### src/verilog/cornet_pkg.sv
// Cornet CPU shared definitions
package cornet_pkg;

   typedef logic [15:0] addr_t;
   typedef logic [7:0]  data_t;

   // Opcodes of the supported 6502 subset
   localparam data_t OPC_LDA_IMM   = 8'hA9;
   localparam data_t OPC_LDX_IMM   = 8'hA2;
   localparam data_t OPC_LDY_IMM   = 8'hA0;
   localparam data_t OPC_LDA_ZP    = 8'hA5;
   localparam data_t OPC_LDA_ABS   = 8'hAD;
   localparam data_t OPC_LDA_ABS_X = 8'hBD;
   localparam data_t OPC_STA_ZP    = 8'h85;
   localparam data_t OPC_STA_ABS   = 8'h8D;
   localparam data_t OPC_STA_ABS_X = 8'h9D;
   localparam data_t OPC_ADC_IMM   = 8'h69;
   localparam data_t OPC_CLC       = 8'h18;
   localparam data_t OPC_SEC       = 8'h38;
   localparam data_t OPC_AND_IMM   = 8'h29;
   localparam data_t OPC_ORA_IMM   = 8'h09;
   localparam data_t OPC_CMP_IMM   = 8'hC9;
   localparam data_t OPC_INX       = 8'hE8;
   localparam data_t OPC_DEX       = 8'hCA;
   localparam data_t OPC_TAX       = 8'hAA;
   localparam data_t OPC_TXA       = 8'h8A;
   localparam data_t OPC_BNE       = 8'hD0;
   localparam data_t OPC_BEQ       = 8'hF0;
   localparam data_t OPC_JMP_ABS   = 8'h4C;

   typedef enum logic [4:0] {
      NOP, LOAD_A, LOAD_X, LOAD_Y, STORE_A, ADC, AND_A, ORA_A, CMP_A,
      INX, DEX, TAX, TXA, CLC, SEC, BNE, BEQ, JMP
   } op_t;

   typedef enum logic [2:0] {
      IMPLIED, IMMEDIATE, ZERO_PAGE, ABSOLUTE, ABSOLUTE_X, RELATIVE
   } mode_t;

   typedef enum logic [1:0] {
      VECTOR, FETCH, LOAD_OPCODE, WAIT_DONE
   } fetch_state_t;

   typedef enum logic [1:0] {
      IDLE, RD_BYTE, RD_WORD_LO, RD_WORD_HI
   } bus_state_t;

endpackage
### src/verilog/cornet_ifs.sv
// Cornet CPU interfaces
`timescale 1ns/100ps

interface cornet_mem_if import cornet_pkg::*; ();
   logic  rd_byte;
   logic  rd_word;
   logic  wr;
   addr_t addr;
   data_t wr_data;
   logic  ack;
   data_t rd_byte_data;
   addr_t rd_word_data;

   modport client (output rd_byte, rd_word, wr, addr, wr_data,
                   input  ack, rd_byte_data, rd_word_data);
   modport server (input  rd_byte, rd_word, wr, addr, wr_data,
                   output ack, rd_byte_data, rd_word_data);
endinterface

interface cornet_stage_if import cornet_pkg::*; ();
   logic  valid;
   op_t   op;
   mode_t mode;
   addr_t pc;
   data_t operand;
   addr_t eff_addr;

   modport source (output valid, op, mode, pc, operand, eff_addr);
   modport destination (input valid, op, mode, pc, operand, eff_addr);
endinterface

### src/verilog/cornet_bus.sv
// Cornet CPU memory bus unit
`timescale 1ns/100ps

module cornet_bus import cornet_pkg::*; (
   input  logic         clk,
   input  logic         reset_n,
   cornet_mem_if.server fetch_mem,
   cornet_mem_if.server oper_mem,
   cornet_mem_if.server exec_mem,
   output addr_t        addr,
   output data_t        wr_data,
   output logic         wr_en,
   output logic         rd_req,
   input  data_t        rd_data,
   input  logic         ready
);

   bus_state_t state;
   logic [2:0] owner;
   logic [2:0] rd_sel;
   logic       ack_q;
   data_t      byte_q;
   addr_t      word_q;
   logic       fetch_req;
   logic       oper_req;
   logic       exec_req;
   logic       req_wr;
   logic       req_word;
   addr_t      req_addr;
   data_t      req_wr_data;

   assign fetch_req = fetch_mem.rd_byte | fetch_mem.rd_word | fetch_mem.wr;
   assign oper_req  = oper_mem.rd_byte | oper_mem.rd_word | oper_mem.wr;
   assign exec_req  = exec_mem.rd_byte | exec_mem.rd_word | exec_mem.wr;

   // One-hot read owner, fetch in bit 0
   assign rd_sel   = {exec_mem.rd_byte | exec_mem.rd_word,
                      oper_mem.rd_byte | oper_mem.rd_word,
                      fetch_mem.rd_byte | fetch_mem.rd_word};
   assign req_wr   = fetch_mem.wr | oper_mem.wr | exec_mem.wr;
   assign req_word = fetch_mem.rd_word | oper_mem.rd_word | exec_mem.rd_word;

   always_comb
   begin
      if (fetch_req)
      begin
         req_addr    = fetch_mem.addr;
         req_wr_data = fetch_mem.wr_data;
      end
      else if (oper_req)
      begin
         req_addr    = oper_mem.addr;
         req_wr_data = oper_mem.wr_data;
      end
      else
      begin
         req_addr    = exec_mem.addr;
         req_wr_data = exec_mem.wr_data;
      end
   end

   assign fetch_mem.ack = ack_q & owner[0];
   assign oper_mem.ack  = ack_q & owner[1];
   assign exec_mem.ack  = ack_q & owner[2];

   assign fetch_mem.rd_byte_data = byte_q;
   assign oper_mem.rd_byte_data  = byte_q;
   assign exec_mem.rd_byte_data  = byte_q;
   assign fetch_mem.rd_word_data = word_q;
   assign oper_mem.rd_word_data  = word_q;
   assign exec_mem.rd_word_data  = word_q;

   always_ff @(posedge clk)
   begin
      if (!reset_n)
      begin
         state  <= IDLE;
         owner  <= '0;
         ack_q  <= 1'b0;
         rd_req <= 1'b0;
         wr_en  <= 1'b0;
      end
      else
      begin
         ack_q  <= 1'b0;
         rd_req <= 1'b0;
         wr_en  <= 1'b0;
         case (state)
            IDLE:
               if (req_wr)
               begin
                  addr    <= req_addr;
                  wr_data <= req_wr_data;
                  wr_en   <= 1'b1;
               end
               else if (rd_sel != 3'b000)
               begin
                  addr   <= req_addr;
                  rd_req <= 1'b1;
                  owner  <= rd_sel;
                  state  <= req_word ? RD_WORD_LO : RD_BYTE;
               end
            // Data is valid once ready returns after the strobe
            RD_BYTE:
               if (ready && !rd_req)
               begin
                  byte_q <= rd_data;
                  ack_q  <= 1'b1;
                  state  <= IDLE;
               end
            RD_WORD_LO:
               if (ready && !rd_req)
               begin
                  word_q[7:0] <= rd_data;
                  addr        <= addr + 16'd1;
                  rd_req      <= 1'b1;
                  state       <= RD_WORD_HI;
               end
            RD_WORD_HI:
               if (ready && !rd_req)
               begin
                  word_q[15:8] <= rd_data;
                  ack_q        <= 1'b1;
                  state        <= IDLE;
               end
         endcase
      end
   end

   a_one_client: assert property (@(posedge clk) disable iff (!reset_n)
      $onehot0({fetch_req, oper_req, exec_req}));

   a_req_when_idle: assert property (@(posedge clk) disable iff (!reset_n)
      (fetch_req | oper_req | exec_req) |-> state == IDLE);

endmodule

### src/verilog/cornet_cpu.sv
// Cornet CPU top level
`timescale 1ns/100ps

module cornet_cpu import cornet_pkg::*; #(
   parameter addr_t RESET_VECTOR = 16'hFFFC
) (
   input  logic  clk,
   input  logic  reset_n,
   output addr_t addr,
   input  data_t rd_data,
   output data_t wr_data,
   output logic  wr_en,
   output logic  rd_req,
   input  logic  ready
);

   data_t reg_x;
   logic  done;
   addr_t next_pc;

   cornet_mem_if   fetch_mem ();
   cornet_mem_if   oper_mem ();
   cornet_mem_if   exec_mem ();
   cornet_stage_if fetch_to_dec ();
   cornet_stage_if dec_to_oper ();
   cornet_stage_if oper_to_exec ();

   cornet_fetch #(
      .RESET_VECTOR (RESET_VECTOR)
   ) i_fetch (
      .clk     (clk),
      .reset_n (reset_n),
      .mem     (fetch_mem),
      .dec     (fetch_to_dec),
      .done    (done),
      .next_pc (next_pc)
   );

   cornet_decode i_decode (
      .clk     (clk),
      .reset_n (reset_n),
      .fetch   (fetch_to_dec),
      .oper    (dec_to_oper)
   );

   cornet_operand i_operand (
      .clk     (clk),
      .reset_n (reset_n),
      .dec     (dec_to_oper),
      .exec    (oper_to_exec),
      .mem     (oper_mem),
      .reg_x   (reg_x)
   );

   cornet_execute i_execute (
      .clk     (clk),
      .reset_n (reset_n),
      .oper    (oper_to_exec),
      .mem     (exec_mem),
      .reg_x   (reg_x),
      .done    (done),
      .next_pc (next_pc)
   );

   cornet_bus i_bus (
      .clk       (clk),
      .reset_n   (reset_n),
      .fetch_mem (fetch_mem),
      .oper_mem  (oper_mem),
      .exec_mem  (exec_mem),
      .addr      (addr),
      .wr_data   (wr_data),
      .wr_en     (wr_en),
      .rd_req    (rd_req),
      .rd_data   (rd_data),
      .ready     (ready)
   );

endmodule

### src/verilog/cornet_decode.sv
// Cornet CPU decode stage
`timescale 1ns/100ps

module cornet_decode import cornet_pkg::*; (
   input  logic                clk,
   input  logic                reset_n,
   cornet_stage_if.destination fetch,
   cornet_stage_if.source      oper
);

   op_t   op_d;
   mode_t mode_d;

   always_comb
   begin
      case (fetch.operand)
         OPC_LDA_IMM, OPC_LDA_ZP, OPC_LDA_ABS, OPC_LDA_ABS_X: op_d = LOAD_A;
         OPC_LDX_IMM: op_d = LOAD_X;
         OPC_LDY_IMM: op_d = LOAD_Y;
         OPC_STA_ZP, OPC_STA_ABS, OPC_STA_ABS_X: op_d = STORE_A;
         OPC_ADC_IMM: op_d = ADC;
         OPC_AND_IMM: op_d = AND_A;
         OPC_ORA_IMM: op_d = ORA_A;
         OPC_CMP_IMM: op_d = CMP_A;
         OPC_INX:     op_d = INX;
         OPC_DEX:     op_d = DEX;
         OPC_TAX:     op_d = TAX;
         OPC_TXA:     op_d = TXA;
         OPC_CLC:     op_d = CLC;
         OPC_SEC:     op_d = SEC;
         OPC_BNE:     op_d = BNE;
         OPC_BEQ:     op_d = BEQ;
         OPC_JMP_ABS: op_d = JMP;
         default:     op_d = NOP;
      endcase
   end

   // Unknown opcodes fall through to implied, one byte long
   always_comb
   begin
      case (fetch.operand)
         OPC_LDA_IMM, OPC_LDX_IMM, OPC_LDY_IMM, OPC_ADC_IMM,
         OPC_AND_IMM, OPC_ORA_IMM, OPC_CMP_IMM:     mode_d = IMMEDIATE;
         OPC_LDA_ZP, OPC_STA_ZP:                    mode_d = ZERO_PAGE;
         OPC_LDA_ABS, OPC_STA_ABS, OPC_JMP_ABS:     mode_d = ABSOLUTE;
         OPC_LDA_ABS_X, OPC_STA_ABS_X:              mode_d = ABSOLUTE_X;
         OPC_BNE, OPC_BEQ:                          mode_d = RELATIVE;
         default:                                   mode_d = IMPLIED;
      endcase
   end

   always_ff @(posedge clk)
   begin
      if (!reset_n)
         oper.valid <= 1'b0;
      else
      begin
         oper.valid <= fetch.valid;
         if (fetch.valid)
         begin
            oper.op       <= op_d;
            oper.mode     <= mode_d;
            oper.pc       <= fetch.pc;
            oper.operand  <= fetch.operand;
            // First operand byte follows the opcode
            oper.eff_addr <= fetch.pc + 16'd1;
         end
      end
   end

endmodule

### src/verilog/cornet_execute.sv
// Cornet CPU execute stage
`timescale 1ns/100ps

module cornet_execute import cornet_pkg::*; (
   input  logic                clk,
   input  logic                reset_n,
   cornet_stage_if.destination oper,
   cornet_mem_if.client        mem,
   output data_t               reg_x,
   output logic                done,
   output addr_t               next_pc
);

   data_t      reg_a;
   data_t      reg_y;
   logic       flag_z;
   logic       flag_c;
   logic [8:0] sum;
   addr_t      seq_pc;
   addr_t      branch_pc;

   assign sum = {1'b0, reg_a} + {1'b0, oper.operand} + {8'd0, flag_c};

   always_comb
   begin
      case (oper.mode)
         IMPLIED:              seq_pc = oper.pc + 16'd1;
         ABSOLUTE, ABSOLUTE_X: seq_pc = oper.pc + 16'd3;
         default:              seq_pc = oper.pc + 16'd2;
      endcase
   end

   // Offset is relative to the byte after the branch
   assign branch_pc = oper.pc + 16'd2 + {{8{oper.operand[7]}}, oper.operand};

   assign mem.rd_byte = 1'b0;
   assign mem.rd_word = 1'b0;

   always_ff @(posedge clk)
   begin
      if (!reset_n)
      begin
         reg_a  <= '0;
         reg_x  <= '0;
         reg_y  <= '0;
         flag_z <= 1'b0;
         flag_c <= 1'b0;
         done   <= 1'b0;
         mem.wr <= 1'b0;
      end
      else
      begin
         done   <= oper.valid;
         mem.wr <= 1'b0;
         if (oper.valid)
         begin
            next_pc <= seq_pc;
            case (oper.op)
               LOAD_A:
               begin
                  reg_a  <= oper.operand;
                  flag_z <= oper.operand == 8'd0;
               end
               LOAD_X:
               begin
                  reg_x  <= oper.operand;
                  flag_z <= oper.operand == 8'd0;
               end
               LOAD_Y: reg_y <= oper.operand;
               STORE_A:
               begin
                  mem.wr      <= 1'b1;
                  mem.addr    <= oper.eff_addr;
                  mem.wr_data <= reg_a;
               end
               ADC:
               begin
                  reg_a  <= sum[7:0];
                  flag_c <= sum[8];
                  flag_z <= sum[7:0] == 8'd0;
               end
               AND_A:
               begin
                  reg_a  <= reg_a & oper.operand;
                  flag_z <= (reg_a & oper.operand) == 8'd0;
               end
               ORA_A:
               begin
                  reg_a  <= reg_a | oper.operand;
                  flag_z <= (reg_a | oper.operand) == 8'd0;
               end
               CMP_A: flag_z <= reg_a == oper.operand;
               INX:
               begin
                  reg_x  <= reg_x + 8'd1;
                  flag_z <= reg_x == 8'hFF;
               end
               DEX:
               begin
                  reg_x  <= reg_x - 8'd1;
                  flag_z <= reg_x == 8'h01;
               end
               TAX:
               begin
                  reg_x  <= reg_a;
                  flag_z <= reg_a == 8'd0;
               end
               TXA:
               begin
                  reg_a  <= reg_x;
                  flag_z <= reg_x == 8'd0;
               end
               CLC: flag_c <= 1'b0;
               SEC: flag_c <= 1'b1;
               BNE:
                  if (!flag_z)
                     next_pc <= branch_pc;
               BEQ:
                  if (flag_z)
                     next_pc <= branch_pc;
               JMP: next_pc <= oper.eff_addr;
               default: ;
            endcase
         end
      end
   end

endmodule

### src/verilog/cornet_fetch.sv
// Cornet CPU fetch stage
`timescale 1ns/100ps

module cornet_fetch import cornet_pkg::*; #(
   parameter addr_t RESET_VECTOR = 16'hFFFC
) (
   input  logic           clk,
   input  logic           reset_n,
   cornet_mem_if.client   mem,
   cornet_stage_if.source dec,
   input  logic           done,
   input  addr_t          next_pc
);

   fetch_state_t state;
   addr_t        pc;
   logic         vec_sent;

   // Opcode goes straight to decode on the ack
   assign dec.valid    = (state == LOAD_OPCODE) && mem.ack;
   assign dec.operand  = mem.rd_byte_data;
   assign dec.pc       = pc;
   assign dec.op       = NOP;
   assign dec.mode     = IMPLIED;
   assign dec.eff_addr = pc;

   assign mem.wr      = 1'b0;
   assign mem.wr_data = '0;

   always_ff @(posedge clk)
   begin
      if (!reset_n)
      begin
         state       <= VECTOR;
         vec_sent    <= 1'b0;
         mem.rd_byte <= 1'b0;
         mem.rd_word <= 1'b0;
      end
      else
      begin
         mem.rd_byte <= 1'b0;
         mem.rd_word <= 1'b0;
         case (state)
            VECTOR:
            begin
               if (!vec_sent)
               begin
                  mem.rd_word <= 1'b1;
                  mem.addr    <= RESET_VECTOR;
                  vec_sent    <= 1'b1;
               end
               else if (mem.ack)
               begin
                  pc    <= mem.rd_word_data;
                  state <= FETCH;
               end
            end
            FETCH:
            begin
               mem.rd_byte <= 1'b1;
               mem.addr    <= pc;
               state       <= LOAD_OPCODE;
            end
            LOAD_OPCODE:
               if (mem.ack)
                  state <= WAIT_DONE;
            WAIT_DONE:
               // Next opcode read goes out right after done
               if (done)
               begin
                  pc          <= next_pc;
                  mem.rd_byte <= 1'b1;
                  mem.addr    <= next_pc;
                  state       <= LOAD_OPCODE;
               end
         endcase
      end
   end

   // Done only comes back while an instruction is outstanding
   a_done_while_waiting: assert property (@(posedge clk) disable iff (!reset_n)
      done |-> state == WAIT_DONE);

endmodule

### src/verilog/cornet_operand.sv
// Cornet CPU operand stage
`timescale 1ns/100ps

module cornet_operand import cornet_pkg::*; (
   input  logic                clk,
   input  logic                reset_n,
   cornet_stage_if.destination dec,
   cornet_stage_if.source      exec,
   cornet_mem_if.client        mem,
   input  data_t               reg_x
);

   logic  wait_op;
   logic  wait_data;
   logic  mem_read;
   addr_t ea;

   assign mem.wr      = 1'b0;
   assign mem.wr_data = '0;

   // Operations in a memory mode that need the byte at eff_addr
   assign mem_read = (exec.mode inside {ZERO_PAGE, ABSOLUTE, ABSOLUTE_X}) &&
                     (exec.op inside {LOAD_A, ADC, AND_A, ORA_A, CMP_A});

   always_comb
   begin
      case (exec.mode)
         ZERO_PAGE:  ea = {8'h00, mem.rd_byte_data};
         ABSOLUTE:   ea = mem.rd_word_data;
         ABSOLUTE_X: ea = mem.rd_word_data + {8'h00, reg_x};
         default:    ea = exec.eff_addr;
      endcase
   end

   always_ff @(posedge clk)
   begin
      if (!reset_n)
      begin
         wait_op     <= 1'b0;
         wait_data   <= 1'b0;
         mem.rd_byte <= 1'b0;
         mem.rd_word <= 1'b0;
         exec.valid  <= 1'b0;
      end
      else
      begin
         mem.rd_byte <= 1'b0;
         mem.rd_word <= 1'b0;
         exec.valid  <= 1'b0;
         if (dec.valid)
         begin
            exec.op       <= dec.op;
            exec.mode     <= dec.mode;
            exec.pc       <= dec.pc;
            exec.operand  <= dec.operand;
            exec.eff_addr <= dec.eff_addr;
            mem.addr      <= dec.eff_addr;
            case (dec.mode)
               IMPLIED:
                  exec.valid <= 1'b1;
               IMMEDIATE, ZERO_PAGE, RELATIVE:
               begin
                  mem.rd_byte <= 1'b1;
                  wait_op     <= 1'b1;
               end
               default:
               begin
                  mem.rd_word <= 1'b1;
                  wait_op     <= 1'b1;
               end
            endcase
         end
         else if (mem.ack && wait_op)
         begin
            wait_op       <= 1'b0;
            exec.operand  <= mem.rd_byte_data;
            exec.eff_addr <= ea;
            if (mem_read)
            begin
               mem.rd_byte <= 1'b1;
               mem.addr    <= ea;
               wait_data   <= 1'b1;
            end
            else
               exec.valid <= 1'b1;
         end
         else if (mem.ack && wait_data)
         begin
            wait_data    <= 1'b0;
            exec.operand <= mem.rd_byte_data;
            exec.valid   <= 1'b1;
         end
      end
   end

endmodule

### config.mk
export PLATFORM = sky130hd
export DESIGN_NAME = cornet_cpu
export DESIGN_NICKNAME = d
export VERILOG_FILES = /design/src/verilog/cornet_pkg.sv /design/src/verilog/cornet_ifs.sv /design/src/verilog/cornet_bus.sv /design/src/verilog/cornet_cpu.sv /design/src/verilog/cornet_decode.sv /design/src/verilog/cornet_execute.sv /design/src/verilog/cornet_fetch.sv /design/src/verilog/cornet_operand.sv
export SDC_FILE = /design/constraint.sdc
export NUM_CORES = 1
export LEC_CHECK = 0
export BUFFER_PORTS_ARGS = -buffer_cell sky130_fd_sc_hd__buf_2
export CAP_MARGIN = 20
export CORE_UTILIZATION = 59
export CTS_CLUSTER_SIZE = 8
export DETAILED_ROUTE_END_ITERATION = 6
export PLACE_DENSITY = 0.79
export SETUP_SLACK_MARGIN = 0.5
export SKIP_LAST_GASP = 1
export SYNTH_ARGS = -nofsm -noshare
export SYNTH_HDL_FRONTEND = slang
export SYNTH_SLANG_ARGS = --single-unit
### constraint.sdc
create_clock -name clk -period 4.7 [get_ports clk]
set_input_delay 0.705 -clock clk [delete_from_list [all_inputs] [get_ports clk]]
set_output_delay 0.705 -clock clk [all_outputs]
set_load 0.05 [all_outputs]
* Word-level counts from Yosys, hierarchy flattened
Cells that the tools add are included.
** Cells by class
- Add/subtract/negate cells :: 11
- Multiplexer cells :: 67
- Bitwise gates (word level) :: 9
- Equality and inequality tests :: 65
- Reductions and logical operators :: 69
** Operator list (count)
- 2-to-1 mux 16 bit :: 16
- one-hot mux 16 bit (3 select lines) :: 3
- == test 8 bit, second input constant :: 17
- one-hot mux 16 bit (2 select lines) :: 3
- one-hot mux 5 bit (17 select lines) :: 1
- adder 16 x 1 -> 16 bit, second input constant :: 3
- zero test 8 bit :: 6
- == test 5 x 4 -> 1 bit, second input constant :: 8
- one-hot mux 8 bit (5 select lines) :: 1
- adder 16 x 2 -> 16 bit, second input constant :: 2
- one-hot mux 8 bit (4 select lines) :: 1
- AND reduction 2 bit :: 13
- 2-to-1 mux 8 bit :: 3
- AND reduction 3 bit :: 8
- 2-to-1 mux 1 bit :: 23
- == test 5 x 3 -> 1 bit, second input constant :: 4
- 2-to-1 mux 2 bit :: 9
- adder 16 bit :: 1
- adder 16 x 8 -> 16 bit :: 1
- == test 8 x 6 -> 1 bit, second input constant :: 2
- == test 8 x 7 -> 1 bit, second input constant :: 2
- != test 2 x 1 -> 1 bit, second input constant :: 8
- AND reduction 4 bit :: 4
- one-hot mux 3 bit (5 select lines) :: 1
- 42 further kinds :: 81
** Storage, ports and cells
- Input bits :: 11
- Register bits :: 270
- Output and inout port bits :: 26
- Word-level logic and storage cells :: 263

* Depth between registers and ports, before layout
Gate-level depths: netlist (run 1).
- Depth in word-level cells :: 6
- Gate-level depth with buffers :: 13

* Hierarchy
Synthesis (run 1) repeated with hierarchy kept, for this count alone.
** Second synthesis, totals
- Cell total of the unflattened synthesis :: 1501
- Area, all modules :: 15999.1 µm²
** Modules (own cells, without submodules)
- cornet_execute :: seq. area each 1601.5 µm², times used 1, area an instance 5154.9 µm², cells an instance 587
- cornet_operand :: seq. area each 2021.9 µm², times used 1, area an instance 3459.6 µm², cells an instance 283
- cornet_bus :: seq. area each 1601.5 µm², times used 1, area an instance 3131.8 µm², cells an instance 302
- cornet_decode :: seq. area each 1461.4 µm², times used 1, area an instance 2255.9 µm², cells an instance 174
- cornet_fetch :: seq. area each 1061.0 µm², times used 1, area an instance 1996.9 µm², cells an instance 155

* Worst setup path before layout (run 1)
No wires, ideal clock.
- Path kind :: input -> register
- Start :: input reset_n
- End :: register i_decode.oper.eff_addr[0], enable pin
- Buffers on the path :: 1
- Path slack :: 1.115 ns
- Cell stages on the path :: 3
- Arrival :: 3.131 ns
- Setup time :: 0.454 ns
- Cell sequence :: clkbuf_1 > nand4_1 > nor2_1
** On the way
- Cells in the longest elaborated chain, start to end :: 1
** RTL lines
- start, declared :: RTL line cornet_cpu.sv:8 : input logic reset_n,
- AND reduction 2 bit (no source line)
- end signal, assigned :: RTL line cornet_decode.sv:66 : oper.eff_addr <= fetch.pc + 16'd1;
- end, declared :: RTL line cornet_ifs.sv:28 : modport source (output valid, op, mode, pc, operand, eff_addr);
No other way between the ends.
A chain may end at the register's enable or synchronous reset.

* Final worst setup path (run 1)
- Start :: register i_execute.reg_x[1]
- End :: register i_operand.mem.addr[13] (data pin)
** On the way
- Cells in the longest elaborated chain, start to end :: 5
** RTL lines
- start, declared :: RTL line cornet_execute.sv:9 : output data_t reg_x,
- start signal, assigned :: RTL line cornet_execute.sv:66 : reg_x <= oper.operand;
- start signal, assigned :: RTL line cornet_execute.sv:95 : reg_x <= reg_x + 8'd1;
- start signal, assigned :: RTL line cornet_execute.sv:100 : reg_x <= reg_x - 8'd1;
- adder 16 x 8 -> 16 bit :: RTL line cornet_operand.sv:30 : ABSOLUTE_X: ea = mem.rd_word_data + {8'h00, reg_x};
- one-hot mux 16 bit (3 select lines) :: RTL line cornet_operand.sv:27 : case (exec.mode)
- 2-to-1 mux 16 bit :: RTL line cornet_operand.sv:78 : if (mem_read)
- 2-to-1 mux 16 bit :: RTL line cornet_operand.sv:73 : else if (mem.ack && wait_op)
- 2-to-1 mux 16 bit :: RTL line cornet_operand.sv:50 : if (dec.valid)
- end signal, assigned :: RTL line cornet_operand.sv:57 : mem.addr <= dec.eff_addr;
- end, declared :: RTL line cornet_ifs.sv:14 : modport client (output rd_byte, rd_word, wr, addr, wr_data,
No other way between the ends. The select of a mux whose other input is x is not followed.

==> results of run 1 <==
-- routing by layer --
layer,up-vias,wire (um),share of wire,track usage
li1,5262,-,-,-
met3,100,5170,0.12,0.0764
met2,722,17900,0.43,0.482
met1,5537,17400,0.42,0.487
met4,2,942,0.023,0.0733
met5,-,13,0.00031,0
-- cell usage after synthesis (8+ instances only) --
cell and count:
edfxtp_1 232, nor2_1 128, nand2_1 118, a21oi_1 90, o21ai_0 65, clkbuf_1 62
ha_1 49, xnor2_1 46, mux2i_1 42, xor2_1 41, dfxtp_1 38, inv_1 38
nand3_1 37, and3_1 32, a22oi_1 26, nor2b_1 25, mux2_2 24, nor3_1 23
a211oi_1 21, nand2b_1 20, nand4_1 17, nor4_1 17, o211ai_1 17, o221ai_1 13
a221oi_1 11, a21o_1 9, a221o_1 9, and4_1 8, nor3b_1 8, o21a_1 8
o31ai_1 8
-- final timing paths --
| check | end | slack, ns | cells past startpoint |
|---|---|---|---|
| worst max-delay path | i_operand.mem.addr[13] | 1.37 | 7 |
| worst min-delay path | i_bus.exec_mem.rd_byte_data[4] | 0.40 | 1 |
| worst max register to register | i_operand.mem.addr[13] | 1.37 | 7 |
| worst min register to register | i_operand.exec.op[4] | 0.41 | 0 |
-- layout by cell type (no fill, tap or decap), types with 37 or more instances in the layout --
cell type    n
ha_1        49
nand2_1    118
a21oi_1     90
edfxtp_1   232
clkbuf_16   41
mux2i_1     42
nand3_1     37
dfxtp_1     38
xnor2_1     46
inv_1       38
nor2_1     125
buf_2       37
xor2_1      41
o21ai_0     65
-- stage by stage --
step / worst slack (ns) / area [um2] / power (uW) / instances / utilization
global placement: 1.51 / 15300 / 2760 / 1692 / 0.624
floorplan: 1.12 / 14900 / 2730 / 1391 / -
detailed placement: 1.48 / 15300 / 2760 / 1693 / 0.624
global route: 1.14 / 16400 / 5370 / 1750 / 0.669
finish: 1.37 / 16400 / 5230 / 1750 / 0.669
CTS: 1.46 / 16400 / 5250 / 1748 / 0.668
-- state kept, by name, summed over array words and instances (netlist names), 16 cells and up --
| name | flops |
|---|---|
| i_bus.addr | 16 |
| i_bus.exec_mem.rd_word_data | 16 |
| i_decode.oper.eff_addr | 16 |
| i_decode.oper.pc | 16 |
| i_execute.mem.addr | 16 |
| i_execute.next_pc | 16 |
| i_fetch.dec.eff_addr | 16 |
| i_fetch.mem.addr | 16 |
| i_operand.exec.eff_addr | 16 |
| i_operand.exec.pc | 16 |
| i_operand.mem.addr | 16 |
-- power breakdown --
group	internal [uW]	switching, uW
registers	2590	16.3
clock network	1560	949
logic	30.9	76.1
total	4190	1040
-- worst max-delay path, cell delays in order, from the launching register on --
cell and delay, ns:
dfxtp_1 0.63, ha_1 0.34, a211o_1 0.29, a2111oi_0 0.78
o21ai_1 0.32, nand4_1 0.21, xor2_1 0.09, a21oi_1 0.39
-- cell type report --
type                       instances  share of cell area
sequential                       270               0.471
tap                              324              0.0247
multi-input combinational       1006               0.409
timing repair buffer              57              0.0216
clock buffer                      55              0.0657
inverter                          38             0.00869
-- cells by family (layout without fill, tap and decap cells) --
| logic type | count (synthesis) | count (layout) |
|---|---|---|
| AO/OA/AOI/OAI | 330 | 330 |
| flip-flops | 270 | 270 |
| adder cells (fa/ha/maj) | 54 | 54 |
| multiplexers | 66 | 66 |
| AND/OR/NAND/NOR | 469 | 469 |
| buffers and inverters | 115 | 150 |
| XOR/XNOR | 87 | 87 |
==> flow_summary.ini, run 1 <==
[synth]
ys_seq_area_frac = 0.520
synth_area_leader_cell = edfxtp_1
syn_avg_cell_area_um2 = 10.7
yosys.area_share.adder = 0.0480
synth_warnings = 0
synthMuxAreaShare = 0.0465
netlist_instances = 1391
synth_top_family_by_area = simple AND/OR/NAND/NOR gates
synth-compound-area-share = 0.147
synth-xor-area-share = 0.0513
synth_area_um2 = 14900
ys_ff_latch = 270
synthFlopType = edfxtp_1
synth_edf_count = 232
synth_top_area_share = 0.469
ys_async_sr_fraction = 0
synthTopCellsByArea = edfxtp_1, dfxtp_1, ha_1
synth-simple-area-share = 0.157
yosysUniqueCellTypes = 75
syn-num-nets = 1456

[grt]
antenna_found_initial = 2
grt-ovfl-total = 0
grt_pass1_vias = 10900
grt_start_max_net_pins = 46
grt_pass1_wl_um = 63800
track_usage = 0.326

[floorplanning]
num_rows = 57
die_area_um2 = 25800
start_util = 0.606
die_y_um = 161
core_um2 = 24500
io_pins = 37
die-width_um = 161

[cells_and_area]
ff_latch_area_um2 = 7730
nets = 1477
antenna_cells = 0
syn_to_final_growth_pct = 10.4
multi_input_area_um2 = 6710
drive_gt1_frac = 0.0975
fillers = 1860

[setup_path]
arrival_ns = 3.57
r2r_start = i_execute.reg_x[1]
crit_type = reg2reg
cp_max_fo = 11
required_ns = 4.94
startpoint = i_execute.reg_x[1]
cp-start-kind = register
end_kind = register

[route]
ant_nets = 0
drt_iter0_markers = 1511
vias = 11600
drc = 0
viasPerCell = 6.64
wl_um = 41400
wl_per_cell_um = 23.7
firstDrtPassIters = 6

[clock_tree]
cts_buffer_depth = 3
postCtsSetupRepairBufs = 0
cts_tree = done
cts_htree_levels = 2
clock-sinks = 270
hold_buffers = 0
cts.clk_slew.worst_paths_ns = 0.05
cts_resized = 0
clock_latency_ns = 0.51
cts-root-buf = clkbuf_16
numCtsBuffers = 39

[timing]
finalMaxSlewViolations = 0
fmax_ghz = 0.300
finalCritPeriodShare = 0.708
slew_headroom = 0.321
period_needed_ns = 3.33
setup_viol = 0
hold_viol_final = 0
fin_worst_hold_slack_ns = 0.402
setup_tns_ns = 0
tightest_slew_ns = 1.02
fin_worst_skew_ns = 0.0244
rsz0062_at_grt = no

[job]
maxCapViolations = 0

[hold_path]
hp-class = in2reg
holdCritStartpoint = rd_data[4]

[placement]
portBuffers = 36
dp_hpwl_um = 29800
gp_congestion = 0.962

[pwr]
ir_worst_vdd_mv = 0.278
leakage_uw = 0.00572
powerDensity_nw_per_um2 = 318

[status]
status = complete, no violations
No activity file was read; power rests on OpenSTA's default activity.
==> run 2: changes to the inputs <==
--- a/config.mk
+++ b/config.mk
@@ -7,10 +7,10 @@
 export LEC_CHECK = 0
 export BUFFER_PORTS_ARGS = -buffer_cell sky130_fd_sc_hd__buf_2
 export CAP_MARGIN = 20
-export CORE_UTILIZATION = 59
+export CORE_UTILIZATION = 57
 export CTS_CLUSTER_SIZE = 8
 export DETAILED_ROUTE_END_ITERATION = 6
-export PLACE_DENSITY = 0.79
+export PLACE_DENSITY = 0.8
 export SETUP_SLACK_MARGIN = 0.5
 export SKIP_LAST_GASP = 1
 export SYNTH_ARGS = -nofsm -noshare
==> constraint.sdc (replaced) <==
create_clock -name clk -period 2.9 [get_ports clk]
set_input_delay 0.435 -clock clk [delete_from_list [all_inputs] [get_ports clk]]
set_output_delay 0.435 -clock clk [all_outputs]
set_load 0.05 [all_outputs]
==> run 2 against run 1 <==
Effect of this change:
- worst hold slack lost 0.27 ns
- clock-buffer cell count is the same
- critical path depth grew 3
- critical endpoint is now i_execute.next_pc[9]
==> flow_summary.ini, run 2 (synthesized netlist as in run 1, its figures left out) <==
[status]
status = complete, no violations

[timing]
setup_viol = 0
setup_tns_ns = 0
final.setup.worst_slack_ns = 0.279
tightest_slew_ns = 0.903
fmax_ghz = 0.382
period_needed_ns = 2.62
fin_worst_skew_ns = 0.0240
finalMaxSlewViolations = 0
slew_headroom = 0.397
hold_viol_final = 0
rsz0062_at_grt = yes
finalCritPeriodShare = 0.904

[route]
viasPerCell = 6.45
drc = 0
ant_nets = 0
vias = 12000
wl_per_cell_um = 23.5
wl_um = 43900
firstDrtPassIters = 6
drt_iter0_markers = 1483

[setup_path]
end_kind = register
crit_type = reg2reg
r2r.worst_path.cells = 10
r2r_start = i_operand.exec.pc[2]
critPathMaxStageDelay_ns = 0.44
cpMostUsedCell = ha_4
reg2reg_to = i_execute.next_pc[9]
cp-start-kind = register
cp_max_fo = 4
critPathCapture = i_execute.next_pc[9]
arrival_ns = 2.86
required_ns = 3.14
critPathSlowestCell = edfxtp_1
startpoint = i_operand.exec.pc[2]
regToRegSetupSlack_ns = 0.28
path_cells = ha_4 > buf_4 > xor2_4 > ha_4 > nand3_2 > o22ai_4 > a31oi_2 > o21bai_1 > xnor2_1 > o221ai_1

[cells_and_area]
final_common_cell = edfxtp_1
syn_to_final_growth_pct = 20.4
nets = 1583
drive_gt1_frac = 0.223
layout_common_cells = edfxtp_1, buf_4, nor2_1
final_util = 0.704

[pwr]
powerDensity_nw_per_um2 = 471
p_total_uw = 8420
ir_worst_vdd_mv = 0.514
leakage_uw = 0.00635

[hold_path]
holdCritStartpoint = rd_data[6]
hp-class = in2reg

[clock_tree]
cts-root-buf = clkbuf_16
numCtsBuffers = 39
cts_htree_levels = 2
cts_tree = done
clock_latency_ns = 0.52
clock-sinks = 270
cts_buffer_depth = 3
cts.clk_slew.worst_paths_ns = 0.05

[floorplanning]
die_area_um2 = 26700
num_rows = 58
die-width_um = 163
start_util = 0.585
io_pins = 37
die_y_um = 163
core_um2 = 25400

[grt]
grt_pass1_wl_um = 65300
grt_pass1_vias = 11100
grt_start_max_net_pins = 43
grt-ovfl-total = 0
antenna_found_initial = 1
track_usage = 0.328

[placement]
gp_congestion = 0.974
dp_hpwl_um = 31100
portBuffers = 36
place_ws_ns = 0.164

[job]
maxCapViolations = 0
## run 2: worst max-delay path, delay by kind of cell, from the launching register on
family / cells / cell delay (ns)
AO/OA/AOI/OAI: 4 / 0.82
adder cells (fa/ha/maj): 2 / 0.50
flip-flops: 1 / 0.44
XOR/XNOR: 2 / 0.31
buffers and inverters: 1 / 0.15
AND/OR/NAND/NOR: 1 / 0.11
## run 2: cell type report
class,instances,area [um2]
diodes,1,2.50
clock buffers,55,1040
clock inverters,3,26.3
fillers,1820,7510
inverters,38,143
multi-input cells,1006,7380
flip-flops and latches,270,7730
well taps,330,413
repair buffers,163,1160
## run 2: how the worst min path moves through the flow
stage / endpoint / cells past startpoint / slack [ns]
after CTS: i_bus.exec_mem.rd_word_data[6] / 1 / 0.12
after floorplan: i_operand.exec.op[0] / 0 / 0.40
after detailed placement: i_operand.exec.pc[0] / 0 / 0.40
after global routing: i_bus.exec_mem.rd_word_data[15] / 1 / 0.12
final: i_bus.exec_mem.rd_word_data[6] / 1 / 0.13
after global placement: i_operand.exec.pc[12] / 0 / 0.40
## run 2: what timing repair did
item / in CTS / in global routing
endpoints found under the setup margin: 35 / 85
endpoints found under the hold margin: 0 / 0
setup buffers: 32 / 19
hold buffers: 0 / 0
pin swaps: 42 / 51
resized for setup: 64 / 50
## run 2: where the power goes
| group | switching (uW) | internal [uW] |
|---|---|---|
| Clock | 1560 | 2450 |
| Combinational | 127 | 52.3 |
| Sequential | 25.1 | 4200 |
| Total | 1720 | 6710 |
## run 2: metrics by stage
stage	instance area [um2]	instances	hold WS, ns
floorplan	15000	1391	0.400
global placement	15900	1756	0.401
detailed placement	15900	1756	0.405
CTS	17500	1846	0.122
global route	17900	1865	0.125
finish	17900	1866	0.132
## run 2: layer usage
metal	part of all wire	vias up	global-route usage	routed length (um)
li1	-	5469	-	-
met1	0.43	5719	0.489	18800
met2	0.44	773	0.487	19100
met3	0.11	81	0.0675	5040
met4	0.021	0	0.0770	930
met5	0	-	0	0
